===== config.mk =====
export PLATFORM = sky130hd
export DESIGN_NAME = wb_periph_top
export DESIGN_NICKNAME = d
export VERILOG_FILES = /design/src/hdl/wb_periph_pkg.sv /design/src/hdl/wb_decoder.sv /design/src/hdl/wb_pwm.sv /design/src/hdl/wb_timer.sv /design/src/hdl/wb_result.sv /design/src/hdl/wb_periph_top.sv
export SDC_FILE = /design/constraint.sdc
export NUM_CORES = 1
export LEC_CHECK = 0
export BUFFER_PORTS_ARGS = -buffer_cell sky130_fd_sc_hd__buf_2
export CAP_MARGIN = 30
export CELL_PAD_IN_SITES_DETAIL_PLACEMENT = 0
export CELL_PAD_IN_SITES_GLOBAL_PLACEMENT = 2
export CORE_ASPECT_RATIO = 1.1
export CORE_UTILIZATION = 34
export CTS_CLUSTER_SIZE = 10
export DETAILED_ROUTE_END_ITERATION = 10
export GPL_ROUTABILITY_DRIVEN = 0
export PLACE_DENSITY = 0.87
export SLEW_MARGIN = 30
export SYNTH_ARGS = -nofsm -noshare
export SYNTH_HDL_FRONTEND = slang
export SYNTH_SLANG_ARGS = --single-unit

===== constraint.sdc =====
create_clock -name clk -period 2.27 [get_ports clk]
set_clock_uncertainty 0.15 [all_clocks]
set_input_delay 0.454 -clock clk [delete_from_list [all_inputs] [get_ports clk]]
set_output_delay 0.454 -clock clk [all_outputs]
set_load 0.1 [all_outputs]

===== src/hdl/wb_periph_pkg.sv =====
//--------------------------------------------------------------------
// Shared map and types of the Wishbone peripheral subsystem
// Slave field is address bits 31..29; registers are word aligned
// Timer at 0x6000_0000, PWM at 0x8000_0000 under this decoding
//--------------------------------------------------------------------

package wb_periph_pkg;

	//----------------------------------------------------------------
	// Address map
	//----------------------------------------------------------------
	localparam int SLAVE_ADDR_W = 3;
	localparam logic [SLAVE_ADDR_W-1:0] TIMER_SLAVE = 3'b011;
	localparam logic [SLAVE_ADDR_W-1:0] PWM_SLAVE   = 3'b100;

	// Register index sits in address bits 3..2
	localparam int REG_ADDR_W = 2;

	localparam int PWM_CHANNELS = 8;
	localparam int DUTY_W       = 8;

	// PWM register indices
	localparam logic [REG_ADDR_W-1:0] PWM_CTRL    = 2'd0;
	localparam logic [REG_ADDR_W-1:0] PWM_DUTY_LO = 2'd1;
	localparam logic [REG_ADDR_W-1:0] PWM_DUTY_HI = 2'd2;
	localparam logic [REG_ADDR_W-1:0] PWM_COUNT   = 2'd3;

	// Timer register indices
	localparam logic [REG_ADDR_W-1:0] TMR_CTRL   = 2'd0;
	localparam logic [REG_ADDR_W-1:0] TMR_CMP    = 2'd1;
	localparam logic [REG_ADDR_W-1:0] TMR_COUNT  = 2'd2;
	localparam logic [REG_ADDR_W-1:0] TMR_STATUS = 2'd3;

	//----------------------------------------------------------------
	// Types
	//----------------------------------------------------------------
	typedef struct packed {
		logic [31:0] adr;
		logic [31:0] dat;
		logic [3:0]  sel;
		logic        we;
	} wb_req_t;

	typedef struct packed {
		logic [31:0] dat;
		logic        valid;
	} wb_rsp_t;

	// Enable mask in the low byte, prescaler above it
	typedef struct packed {
		logic [7:0]              rsvd;
		logic [15:0]             prescale;
		logic [PWM_CHANNELS-1:0] enable;
	} pwm_ctrl_t;

	// Channel 0 in byte 0
	typedef struct packed {
		logic [3:0][DUTY_W-1:0] duty;
	} pwm_duty_t;

	typedef union packed {
		pwm_ctrl_t ctrl;
		pwm_duty_t duty;
	} pwm_word_u;

	// Replace the bytes of old_w enabled in sel with those of new_w
	function automatic logic [31:0] byte_merge(logic [31:0] old_w, logic [31:0] new_w,
		logic [3:0] sel);
		logic [31:0] res;
		for (int b = 0; b < 4; b++) begin
			res[b*8 +: 8] = sel[b] ? new_w[b*8 +: 8] : old_w[b*8 +: 8];
		end
		return res;
	endfunction

endpackage


===== src/hdl/wb_decoder.sv =====
//--------------------------------------------------------------------
// Decode stage. Takes each classic Wishbone cycle once, even though
// the master keeps stb high until ack. Busy clears when stb drops.
//--------------------------------------------------------------------

module wb_decoder (
	input  logic                  clk,
	input  logic                  rst_n_i,
	input  logic                  wb_cyc_i,
	input  logic                  wb_stb_i,
	input  logic                  wb_we_i,
	input  logic [31:0]           wb_adr_i,
	input  logic [31:0]           wb_dat_i,
	input  logic [3:0]            wb_sel_i,
	output wb_periph_pkg::wb_req_t req_o,
	output logic                  pwm_req_o,
	output logic                  tmr_req_o,
	output logic                  unmapped_o
);
	import wb_periph_pkg::*;

	logic                    busy;
	logic                    accept;
	logic [SLAVE_ADDR_W-1:0] slave;
	logic                    hit_pwm;
	logic                    hit_tmr;

	assign accept  = wb_cyc_i && wb_stb_i && !busy;
	assign slave   = wb_adr_i[31 -: SLAVE_ADDR_W];
	assign hit_pwm = (slave == PWM_SLAVE);
	assign hit_tmr = (slave == TIMER_SLAVE);

	// One-cycle request pulses
	always_ff @(posedge clk) begin
		if (!rst_n_i) begin
			busy       <= 1'b0;
			pwm_req_o  <= 1'b0;
			tmr_req_o  <= 1'b0;
			unmapped_o <= 1'b0;
		end else begin
			pwm_req_o  <= accept && hit_pwm;
			tmr_req_o  <= accept && hit_tmr;
			unmapped_o <= accept && !hit_pwm && !hit_tmr;
			if (accept) begin
				busy <= 1'b1;
			end else if (!wb_stb_i) begin
				busy <= 1'b0;
			end
		end
	end

	// Captured request
	always_ff @(posedge clk) begin
		if (!rst_n_i) begin
			req_o <= '0;
		end else if (accept) begin
			req_o <= '{adr: wb_adr_i, dat: wb_dat_i, sel: wb_sel_i, we: wb_we_i};
		end
	end

endmodule


===== src/hdl/wb_pwm.sv =====
//--------------------------------------------------------------------
// Eight-channel PWM motor controller
// Counter steps once every prescale+1 cycles and wraps at 256.
// Counter register is read-only; writes to it are dropped.
//--------------------------------------------------------------------

module wb_pwm (
	input  logic                                    clk,
	input  logic                                    rst_n_i,
	input  wb_periph_pkg::wb_req_t                  req_i,
	input  logic                                    sel_i,
	output wb_periph_pkg::wb_rsp_t                  rsp_o,
	output logic [wb_periph_pkg::PWM_CHANNELS-1:0]  pwm_o
);
	import wb_periph_pkg::*;

	pwm_ctrl_t                          ctrl;
	pwm_duty_t                          duty_lo;
	pwm_duty_t                          duty_hi;
	logic [PWM_CHANNELS-1:0][DUTY_W-1:0] duty;
	logic [15:0]                        pre_cnt;
	logic [DUTY_W-1:0]                  count;
	logic [REG_ADDR_W-1:0]              idx;
	logic                               wr;
	pwm_word_u                          cur_word;
	pwm_word_u                          new_word;

	assign idx  = req_i.adr[REG_ADDR_W+1:2];
	assign wr   = sel_i && req_i.we;
	assign duty = {duty_hi.duty, duty_lo.duty};

	// Current value of the addressed register
	always_comb begin
		case (idx)
			PWM_CTRL:    cur_word.ctrl = ctrl;
			PWM_DUTY_LO: cur_word.duty = duty_lo;
			PWM_DUTY_HI: cur_word.duty = duty_hi;
			default:     cur_word = {{(32-DUTY_W){1'b0}}, count};
		endcase
	end

	assign new_word = byte_merge(cur_word, req_i.dat, req_i.sel);

	//----------------------------------------------------------------
	// Register writes
	//----------------------------------------------------------------
	always_ff @(posedge clk) begin
		if (!rst_n_i) begin
			ctrl    <= '0;
			duty_lo <= '0;
			duty_hi <= '0;
		end else if (wr) begin
			case (idx)
				PWM_CTRL: begin
					// Reserved byte always reads back as zero
					ctrl <= '{rsvd: '0, prescale: new_word.ctrl.prescale,
						enable: new_word.ctrl.enable};
				end
				PWM_DUTY_LO: duty_lo <= new_word.duty;
				PWM_DUTY_HI: duty_hi <= new_word.duty;
				default: ;
			endcase
		end
	end

	//----------------------------------------------------------------
	// Prescaler, counter and compare outputs
	//----------------------------------------------------------------
	always_ff @(posedge clk) begin
		if (!rst_n_i) begin
			pre_cnt <= '0;
			count   <= '0;
			pwm_o   <= '0;
		end else begin
			// >= so a smaller prescale written mid-count still wraps
			if (pre_cnt >= ctrl.prescale) begin
				pre_cnt <= '0;
				count   <= count + 1'b1;
			end else begin
				pre_cnt <= pre_cnt + 1'b1;
			end
			for (int k = 0; k < PWM_CHANNELS; k++) begin
				pwm_o[k] <= ctrl.enable[k] && (count < duty[k]);
			end
		end
	end

	// Response one cycle after the request
	always_ff @(posedge clk) begin
		if (!rst_n_i) begin
			rsp_o <= '0;
		end else begin
			rsp_o.valid <= sel_i;
			rsp_o.dat   <= (sel_i && !req_i.we) ? cur_word : '0;
		end
	end

endmodule


===== src/hdl/wb_timer.sv =====
//--------------------------------------------------------------------
// Up-counting timer with compare and optional auto-reload
// Without auto-reload the count holds at compare and enable clears.
// Status bit 0 is sticky, cleared by writing 1.
//--------------------------------------------------------------------

module wb_timer (
	input  logic                   clk,
	input  logic                   rst_n_i,
	input  wb_periph_pkg::wb_req_t req_i,
	input  logic                   sel_i,
	output wb_periph_pkg::wb_rsp_t rsp_o,
	output logic                   timer_irq_o
);
	import wb_periph_pkg::*;

	logic                  en;
	logic                  auto_reload;
	logic [31:0]           cmp;
	logic [31:0]           count;
	logic                  status;
	logic                  hit;
	logic                  wr;
	logic [REG_ADDR_W-1:0] idx;
	logic [31:0]           cur_word;
	logic [31:0]           new_word;

	assign idx = req_i.adr[REG_ADDR_W+1:2];
	assign wr  = sel_i && req_i.we;
	assign hit = en && (count == cmp);

	always_comb begin
		case (idx)
			TMR_CTRL:   cur_word = {30'd0, auto_reload, en};
			TMR_CMP:    cur_word = cmp;
			TMR_COUNT:  cur_word = count;
			TMR_STATUS: cur_word = {31'd0, status};
			default:    cur_word = '0;
		endcase
	end

	assign new_word = byte_merge(cur_word, req_i.dat, req_i.sel);

	// Bus write wins over the counter in the same cycle
	always_ff @(posedge clk) begin
		if (!rst_n_i) begin
			en          <= 1'b0;
			auto_reload <= 1'b0;
			cmp         <= '0;
			count       <= '0;
			status      <= 1'b0;
		end else begin
			if (hit) begin
				status <= 1'b1;
				if (auto_reload) begin
					count <= '0;
				end else begin
					en <= 1'b0;
				end
			end else if (en) begin
				count <= count + 1'b1;
			end
			if (wr) begin
				case (idx)
					TMR_CTRL:  {auto_reload, en} <= new_word[1:0];
					TMR_CMP:   cmp <= new_word;
					TMR_COUNT: count <= new_word;
					default: begin
						// W1C on bit 0
						if (req_i.sel[0] && req_i.dat[0]) begin
							status <= 1'b0;
						end
					end
				endcase
			end
		end
	end

	assign timer_irq_o = status;

	always_ff @(posedge clk) begin
		if (!rst_n_i) begin
			rsp_o <= '0;
		end else begin
			rsp_o.valid <= sel_i;
			rsp_o.dat   <= (sel_i && !req_i.we) ? cur_word : '0;
		end
	end

endmodule


===== src/hdl/wb_result.sv =====
//--------------------------------------------------------------------
// Result stage. Only one response is valid at a time.
// Unmapped flag is delayed once so every access acks at the same depth
//--------------------------------------------------------------------

module wb_result (
	input  logic                   clk,
	input  logic                   rst_n_i,
	input  wb_periph_pkg::wb_rsp_t pwm_rsp_i,
	input  wb_periph_pkg::wb_rsp_t tmr_rsp_i,
	input  logic                   unmapped_i,
	output logic [31:0]            wb_dat_o,
	output logic                   wb_ack_o,
	output logic                   wb_err_o
);

	// Lines up with the peripheral response cycle
	logic unmapped_q;

	always_ff @(posedge clk) begin
		if (!rst_n_i) begin
			unmapped_q <= 1'b0;
			wb_ack_o   <= 1'b0;
			wb_err_o   <= 1'b0;
			wb_dat_o   <= '0;
		end else begin
			unmapped_q <= unmapped_i;
			wb_ack_o   <= pwm_rsp_i.valid || tmr_rsp_i.valid || unmapped_q;
			wb_err_o   <= unmapped_q;
			if (pwm_rsp_i.valid) begin
				wb_dat_o <= pwm_rsp_i.dat;
			end else if (tmr_rsp_i.valid) begin
				wb_dat_o <= tmr_rsp_i.dat;
			end else begin
				wb_dat_o <= '0;
			end
		end
	end

endmodule


===== src/hdl/wb_periph_top.sv =====
//--------------------------------------------------------------------
// Wishbone peripheral subsystem, single master, classic cycles only
// Ack comes three cycles after the accepting edge; err on unmapped
//--------------------------------------------------------------------

module wb_periph_top (
	input  logic                                   clk,
	input  logic                                   rst_n_i,
	input  logic                                   wb_cyc_i,
	input  logic                                   wb_stb_i,
	input  logic                                   wb_we_i,
	input  logic [31:0]                            wb_adr_i,
	input  logic [31:0]                            wb_dat_i,
	input  logic [3:0]                             wb_sel_i,
	output logic [31:0]                            wb_dat_o,
	output logic                                   wb_ack_o,
	output logic                                   wb_err_o,
	output logic [wb_periph_pkg::PWM_CHANNELS-1:0] pwm_o,
	output logic                                   timer_irq_o
);
	import wb_periph_pkg::*;

	wb_req_t req;
	logic    pwm_req;
	logic    tmr_req;
	logic    unmapped;
	wb_rsp_t pwm_rsp;
	wb_rsp_t tmr_rsp;

	//----------------------------------------------------------------
	// Decode
	//----------------------------------------------------------------
	wb_decoder decoder0 (
		.clk        (clk),
		.rst_n_i    (rst_n_i),
		.wb_cyc_i   (wb_cyc_i),
		.wb_stb_i   (wb_stb_i),
		.wb_we_i    (wb_we_i),
		.wb_adr_i   (wb_adr_i),
		.wb_dat_i   (wb_dat_i),
		.wb_sel_i   (wb_sel_i),
		.req_o      (req),
		.pwm_req_o  (pwm_req),
		.tmr_req_o  (tmr_req),
		.unmapped_o (unmapped)
	);

	//----------------------------------------------------------------
	// Execute
	//----------------------------------------------------------------
	wb_pwm pwm0 (
		.clk     (clk),
		.rst_n_i (rst_n_i),
		.req_i   (req),
		.sel_i   (pwm_req),
		.rsp_o   (pwm_rsp),
		.pwm_o   (pwm_o)
	);

	wb_timer timer0 (
		.clk         (clk),
		.rst_n_i     (rst_n_i),
		.req_i       (req),
		.sel_i       (tmr_req),
		.rsp_o       (tmr_rsp),
		.timer_irq_o (timer_irq_o)
	);

	// Result and acknowledge
	wb_result result0 (
		.clk        (clk),
		.rst_n_i    (rst_n_i),
		.pwm_rsp_i  (pwm_rsp),
		.tmr_rsp_i  (tmr_rsp),
		.unmapped_i (unmapped),
		.wb_dat_o   (wb_dat_o),
		.wb_ack_o   (wb_ack_o),
		.wb_err_o   (wb_err_o)
	);

endmodule


Yosys cells after proc, flatten, opt, wreduce, memory -nomap -nowiden
Cells that the tools add are included.
- reduce and logical (&&, ||, !) cells: 36
- magnitude comparators: 9
- add/sub/neg operators: 3
- equal/unequal tests: 7
- mux-type cells: 27
- bitwise logic cells: 1
- operators with widths (kind ; number):
    $mux W32 ; 7
    $pmux W32 S4 ; 1
    $pmux W32 S3 ; 1
    $lt A8 B8 Y1 ; 8
    $mux W8 ; 8
    $add A32 B1 Y32 const B ; 1
    $eq A32 B32 Y1 ; 1
    $logic_and A1 B1 Y1 ; 20
    $add A16 B1 Y16 const B ; 1
    $ge A16 B16 Y1 ; 1
    $reduce_and A2 Y1 ; 7
    $mux W1 ; 10
    $add A8 B1 Y8 const B ; 1
    $eq A2 B2 Y1 const B ; 2
    $logic_not A1 Y1 ; 4
    $eq A3 B2 Y1 const B ; 1
    $eq A3 B3 Y1 const B ; 1
    $reduce_or A3 Y1 ; 1
    $eq A2 B1 Y1 const B ; 1
    $logic_not A2 Y1 ; 1
    $logic_or A1 B1 Y1 ; 2
    $ne A2 B1 Y1 const B ; 1
    $reduce_or A2 Y1 ; 1
    $not A1 Y1 ; 1
- register bits: 333
- word-level logic and storage cells: 117
- input bits: 73

Logic depth before layout (Yosys ltp)
- depth after elaboration: 6
- gate-level depth with buffers: 10
- mapped depth without buffers: 9

Modules after synthesis
A second synthesis with hierarchy kept.
- cell total of the unflattened synthesis: 2059
- area, all modules: 17883.4 µm²
- modules (own cells, without submodules) (module ; instances ; cells an instance ; area an instance (µm²)):
    wb_pwm ; 1 ; 921 ; 8034.0
    wb_timer ; 1 ; 676 ; 5595.4
    wb_decoder ; 1 ; 312 ; 2881.5
    wb_result ; 1 ; 150 ; 1372.6

Least setup slack after synthesis
Ideal clock, no wire load.
- path type: register -> register
- start: reg pwm0.pre_cnt[0]
- end: reg pwm0.count[1]
- slack: -0.091 ns
- stages on the path, launching flop included: 11
- period minus slack after synthesis: 2.361 ns
- data arrival time: 2.095 ns
- setup time: 0.117 ns
- path through: dfxtp_1 -> inv_1 -> ha_1 -> nand2b_1 -> a21o_1 -> a211oi_1 -> o31ai_1 -> a21oi_1 -> clkbuf_1 -> mux2i_1 -> nor2b_1
- word-level cells in the longest chain between the ends: 1
- RTL lines (what ; line ; text):
    from (decl) ; wb_pwm.sv:21 ; logic [15:0] pre_cnt;
    from (signal assigned) ; wb_pwm.sv:80 ; pre_cnt <= pre_cnt + 1'b1;
    $ge A16 B16 Y1 ; wb_pwm.sv:76 ; if (pre_cnt >= ctrl.prescale) begin
    to (signal assigned) ; wb_pwm.sv:78 ; count <= count + 1'b1;
    to (decl) ; wb_pwm.sv:22 ; logic [DUTY_W-1:0] count;
No other way between the ends.
A chain may end at the register's enable or synchronous reset.

Final worst setup path
- start: reg pwm0.pre_cnt[0]
- end: reg pwm0.count[5]
Same word-level chain as after synthesis.

==> results.yml <==
timing:
  timing.final.max_slew_violations: 0
  worst_slack_ps: -46.8
  hold_viol: 0
  worst_hold_slack_ps: 24.9
  setup_viol: 2
  clock.fmax_ghz: 0.432
  min_period_ps: 2320
  worst_pin_slew_ps: 774
  post-route-period-util_pct: 102
  slew_headroom_pct: 48.3
  grt_setup_unrepaired: "true"
place:
  port_buffers: 88
  place_hpwl_mm: 34.8
  post-place-ws_ps: -194
pwr:
  power.density_nw_per_um2: 628
  switching_share_pct: 23.0
  power_mw: 12.7
  p_int_mw: 9.74
  comb_power_share_pct: 5.2
  p_seq_share_pct: 46.6
  p_leak_nw: 7.72
  pwr-share-clk_pct: 48.2
  peakVddDrop_mv: 0.541
  power_switching_mw: 2.92
synth:
  yosysWarnings: 0
  synth-edff-count: 0
  synthFlopType: "dfxtp_1"
  yosysUniqueCellTypes: 58
  synth_seq_area_share_pct: 41.1
  syn-num-nets: 2042
  async_flop_share_pct: 0
  synth_seq_cells: 331
  syn_area_um2: 16100
  avgSynthCellArea_um2: 8.52
  synthCells: 1894
floorplan:
  num_io_pins: 116
  die_y_um: 230
  die_area_um2: 48300
  row_count: 83
  initial_core_util_pct: 34.5
  die_w_um: 210
  placeableCoreArea_um2: 46700
hold_path:
  hp-class: "in2reg"
  holdPathStages: 3
  hp-start: "wb_dat_i[6]"
  whs_endpoint: "decoder0.req_o[11]"
detailed_routing:
  final_antenna_net_count: 0
  drc: 0
  routed_wl_mm: 49.1
  wl_per_cell_um: 18.3
  drt-initial-drc-count: 817
  drt_pass1_iterations: 5
  vias: 13700
  vias_per_cell: 5.10
worst_setup_path:
  critPathMaxFanout: 5
  r2r-end: "pwm0.count[5]"
  rrSetupSlack_ps: -50
  path_cells: "inv_2, ha_4, nand2b_4, a21o_1, a211oi_2, o31ai_4, a21oi_2, buf_6, or4_4, a21boi_2"
  cp-end-kind: "register"
  worstRegToRegCells: 10
  slowest_stage: "or4_4"
  cp-start-kind: "register"
  crit_arrival_ps: 2660
  cp_slowest_stage_delay_ps: 510
  path_class: "reg2reg"
  r2r_start: "pwm0.pre_cnt[0]"
  critical_path.top_delay_family: "compound AO/OA/AOI/OAI gates"
  cp_num_buf_inv: 2
  cp.required_ps: 2620
global_routing:
  grt_max_degree: 75
  antenna_found_initial: 0
  grt.overflow.total: 0
  grt_pass1_vias: 13500
  grt_pass1_wl_mm: 76.5
  track_usage_pct: 20.3
flow_run:
  max_cap_viol_count: 0
clocking:
  htree_num_levels: 2
  cts_buffer_depth: 3
  cts-root-buf: "clkbuf_16"
  cts.sinks: 331
  cts.reportedPaths.clkPinSlew_ps: 50
  cts_buffers: 41
  cts_tree: "yes"
  clkLatencyLatePin_ps: 570
finish:
  layout-drive-gt1-share_pct: 19.5
  nNetsFinal: 2225
  area_delta_synth_final_pct: 24.9
  multi_input_area_um2: 8940
  nFillCells: 4585
  ff_latch_area_um2: 6660
  antenna_cells: 0
status:
  failed_checks: "setup timing"
  status: "finished with violations"
how the worst max path moves through the flow:
stage                    start               end  cells after the start
6_report       pwm0.pre_cnt[0]     pwm0.count[5]                     10
4_1_cts        pwm0.pre_cnt[0]     pwm0.count[5]                     10
3_5_place_dp   pwm0.pre_cnt[0]     pwm0.count[5]                     10
3_3_place_gp   pwm0.pre_cnt[0]     pwm0.count[4]                     11
5_1_grt         timer0.cmp[30]  timer0.count[25]                     10
2_1_floorplan  pwm0.pre_cnt[0]     pwm0.count[1]                     10
metrics by stage:
| stage | util, % | setup TNS, ps | instance area (µm²) | std cells |
|---|---|---|---|---|
| 3_5_place_dp | 38.9 | -1210 | 18200 | 2594 |
| 4_1_cts | 42.2 | -32.0 | 19700 | 2681 |
| 2_1_floorplan | - | 0 | 16100 | 1894 |
| 3_3_place_gp | 38.9 | -2220 | 18200 | 2594 |
| 6_report | 43.1 | -80.1 | 20100 | 2688 |
| 5_1_grt | 43.1 | -2580 | 20100 | 2688 |
cell families (layout without fill, tap and decap cells):
| group | after synthesis | count (layout) | share of synthesized area (%) |
|---|---|---|---|
| muxes | 82 | 82 | 5.86 |
| AOI/OAI and AO/OA | 435 | 435 | 18.9 |
| DFF | 331 | 331 | 41.1 |
| and+or+nand+nor | 678 | 678 | 19.8 |
| xor gates and xnor gates | 54 | 54 | 2.93 |
| buffers and inverters | 239 | 438 | 5.68 |
| adders and majority gates | 75 | 75 | 5.82 |
layout by cell type (no fill, tap or decap), types with 9 or more instances in the layout:
master	Yosys	routed
a21o_1	32	32
nand2_1	363	360
o211a_1	28	28
a21oi_1	49	41
o21ai_0	76	70
xor2_1	12	12
nor2b_1	65	60
or2_2	9	9
a22oi_1	63	63
inv_1	107	105
mux2_2	9	9
mux4_2	9	9
nand2b_1	22	21
a21boi_0	128	121
buf_6	0	17
clkbuf_16	0	42
buf_2	13	87
nand3_1	27	26
dlygate4sd3_1	0	25
nor4_1	12	9
dfxtp_1	331	313
nor2_1	71	66
and3_1	24	23
o21a_1	10	9
mux2i_1	64	64
dfxtp_2	0	15
xnor2_1	42	39
and2_1	33	33
buf_12	0	19
a31oi_1	12	10
ha_1	75	71
buf_4	0	124
nand4_1	19	19
metal layers:
layer | routed length (µm) | part of all wire (%) | global-route usage (%) | vias to the layer above
met3 | 1850 | 3.8 | 2.64 | 77
met2 | 22700 | 46 | 33.3 | 316
li1 | - | - | - | 6797
met1 | 23100 | 47 | 27.2 | 6524
met5 | 0 | 0 | 0 | -
met4 | 1530 | 3.1 | 7.25 | 0
cells in the mapped netlist (all sizes together) (2+ instances only):
cell type    n  area, µm²
a211oi      11       82.6
a21boi     129        968
a21o        32        240
a21oi       49        245
a221oi       2       17.5
a22o         8       70.1
a22oi       63        473
a2bb2oi      2       17.5
a31oi       13       87.6
and2        34        213
and3        24        150
and4         4       35.0
buf         23        103
clkbuf     109        412
dfxtp      331       6630
ha          75        938
inv        107        402
mux2         9        101
mux2i       64        641
mux4         9        203
nand2      363       1360
nand2b      22        138
nand3       27        135
nand4       21        161
nor2        71        267
nor2b       65        407
nor3         9       50.1
nor3b        2       15.0
nor4        14        109
o211a       28        280
o21a        10       75.1
o21ai       76        380
o221a        2       22.5
o31ai        4       30.0
or2         10       62.6
or3          5       31.3
or4          4       30.0
xnor2       42        368
xor2        12        105
registers in the layout (all words and copies together) (netlist names):
name	flops
pwm0.duty	64
decoder0.req_o	39
pwm0.rsp_o	33
timer0.rsp_o	33
result0.wb_dat_o	32
timer0.cmp	32
timer0.count	32
pwm0.ctrl	24
pwm0.pre_cnt	16
pwm0.count	8
pwm0.pwm_o	8
decoder0.busy	1
decoder0.pwm_req_o	1
decoder0.tmr_req_o	1
decoder0.unmapped_o	1
result0.unmapped_q	1
result0.wb_ack_o	1
result0.wb_err_o	1
timer0.auto_reload	1
timer0.en	1
timer0.timer_irq_o	1
what timing repair did:
item	in CTS	in global routing
gates resized for setup	20	92
cloned	0	1
hold buffers	25	0
setup endpoints to repair	48	57
endpoints found under the hold margin	23	0
buffers inserted	3	9
pin swaps	11	44
layout make-up:
cell class                 instances  area share, %
multi-input combinational       1324           44.4
sequential                       331           33.0
timing repair buffer             272           10.9
clock buffer                      54           5.64
tap                              595           3.70
inverter                         107           1.99
clock inverter                     5          0.398
worst reg2reg max path, cell delays in order (launching register included):
cell	delay, ps
dfxtp_2	330
inv_2	40
ha_4	240
nand2b_4	100
a21o_1	110
a211oi_2	80
o31ai_4	300
a21oi_2	110
buf_6	140
or4_4	510
a21boi_2	140
power by group through the flow:
stage	combinational [mW]	sequential, mW	clock, mW
CTS	0.654	5.90	6.24
global placement	0.614	6.03	0
detailed placement	0.619	6.03	0
floorplan	0.375	6.01	0
global route	0.720	5.90	6.48
finish	0.657	5.90	6.09
Note: power is estimated with default switching activity, not from simulation.
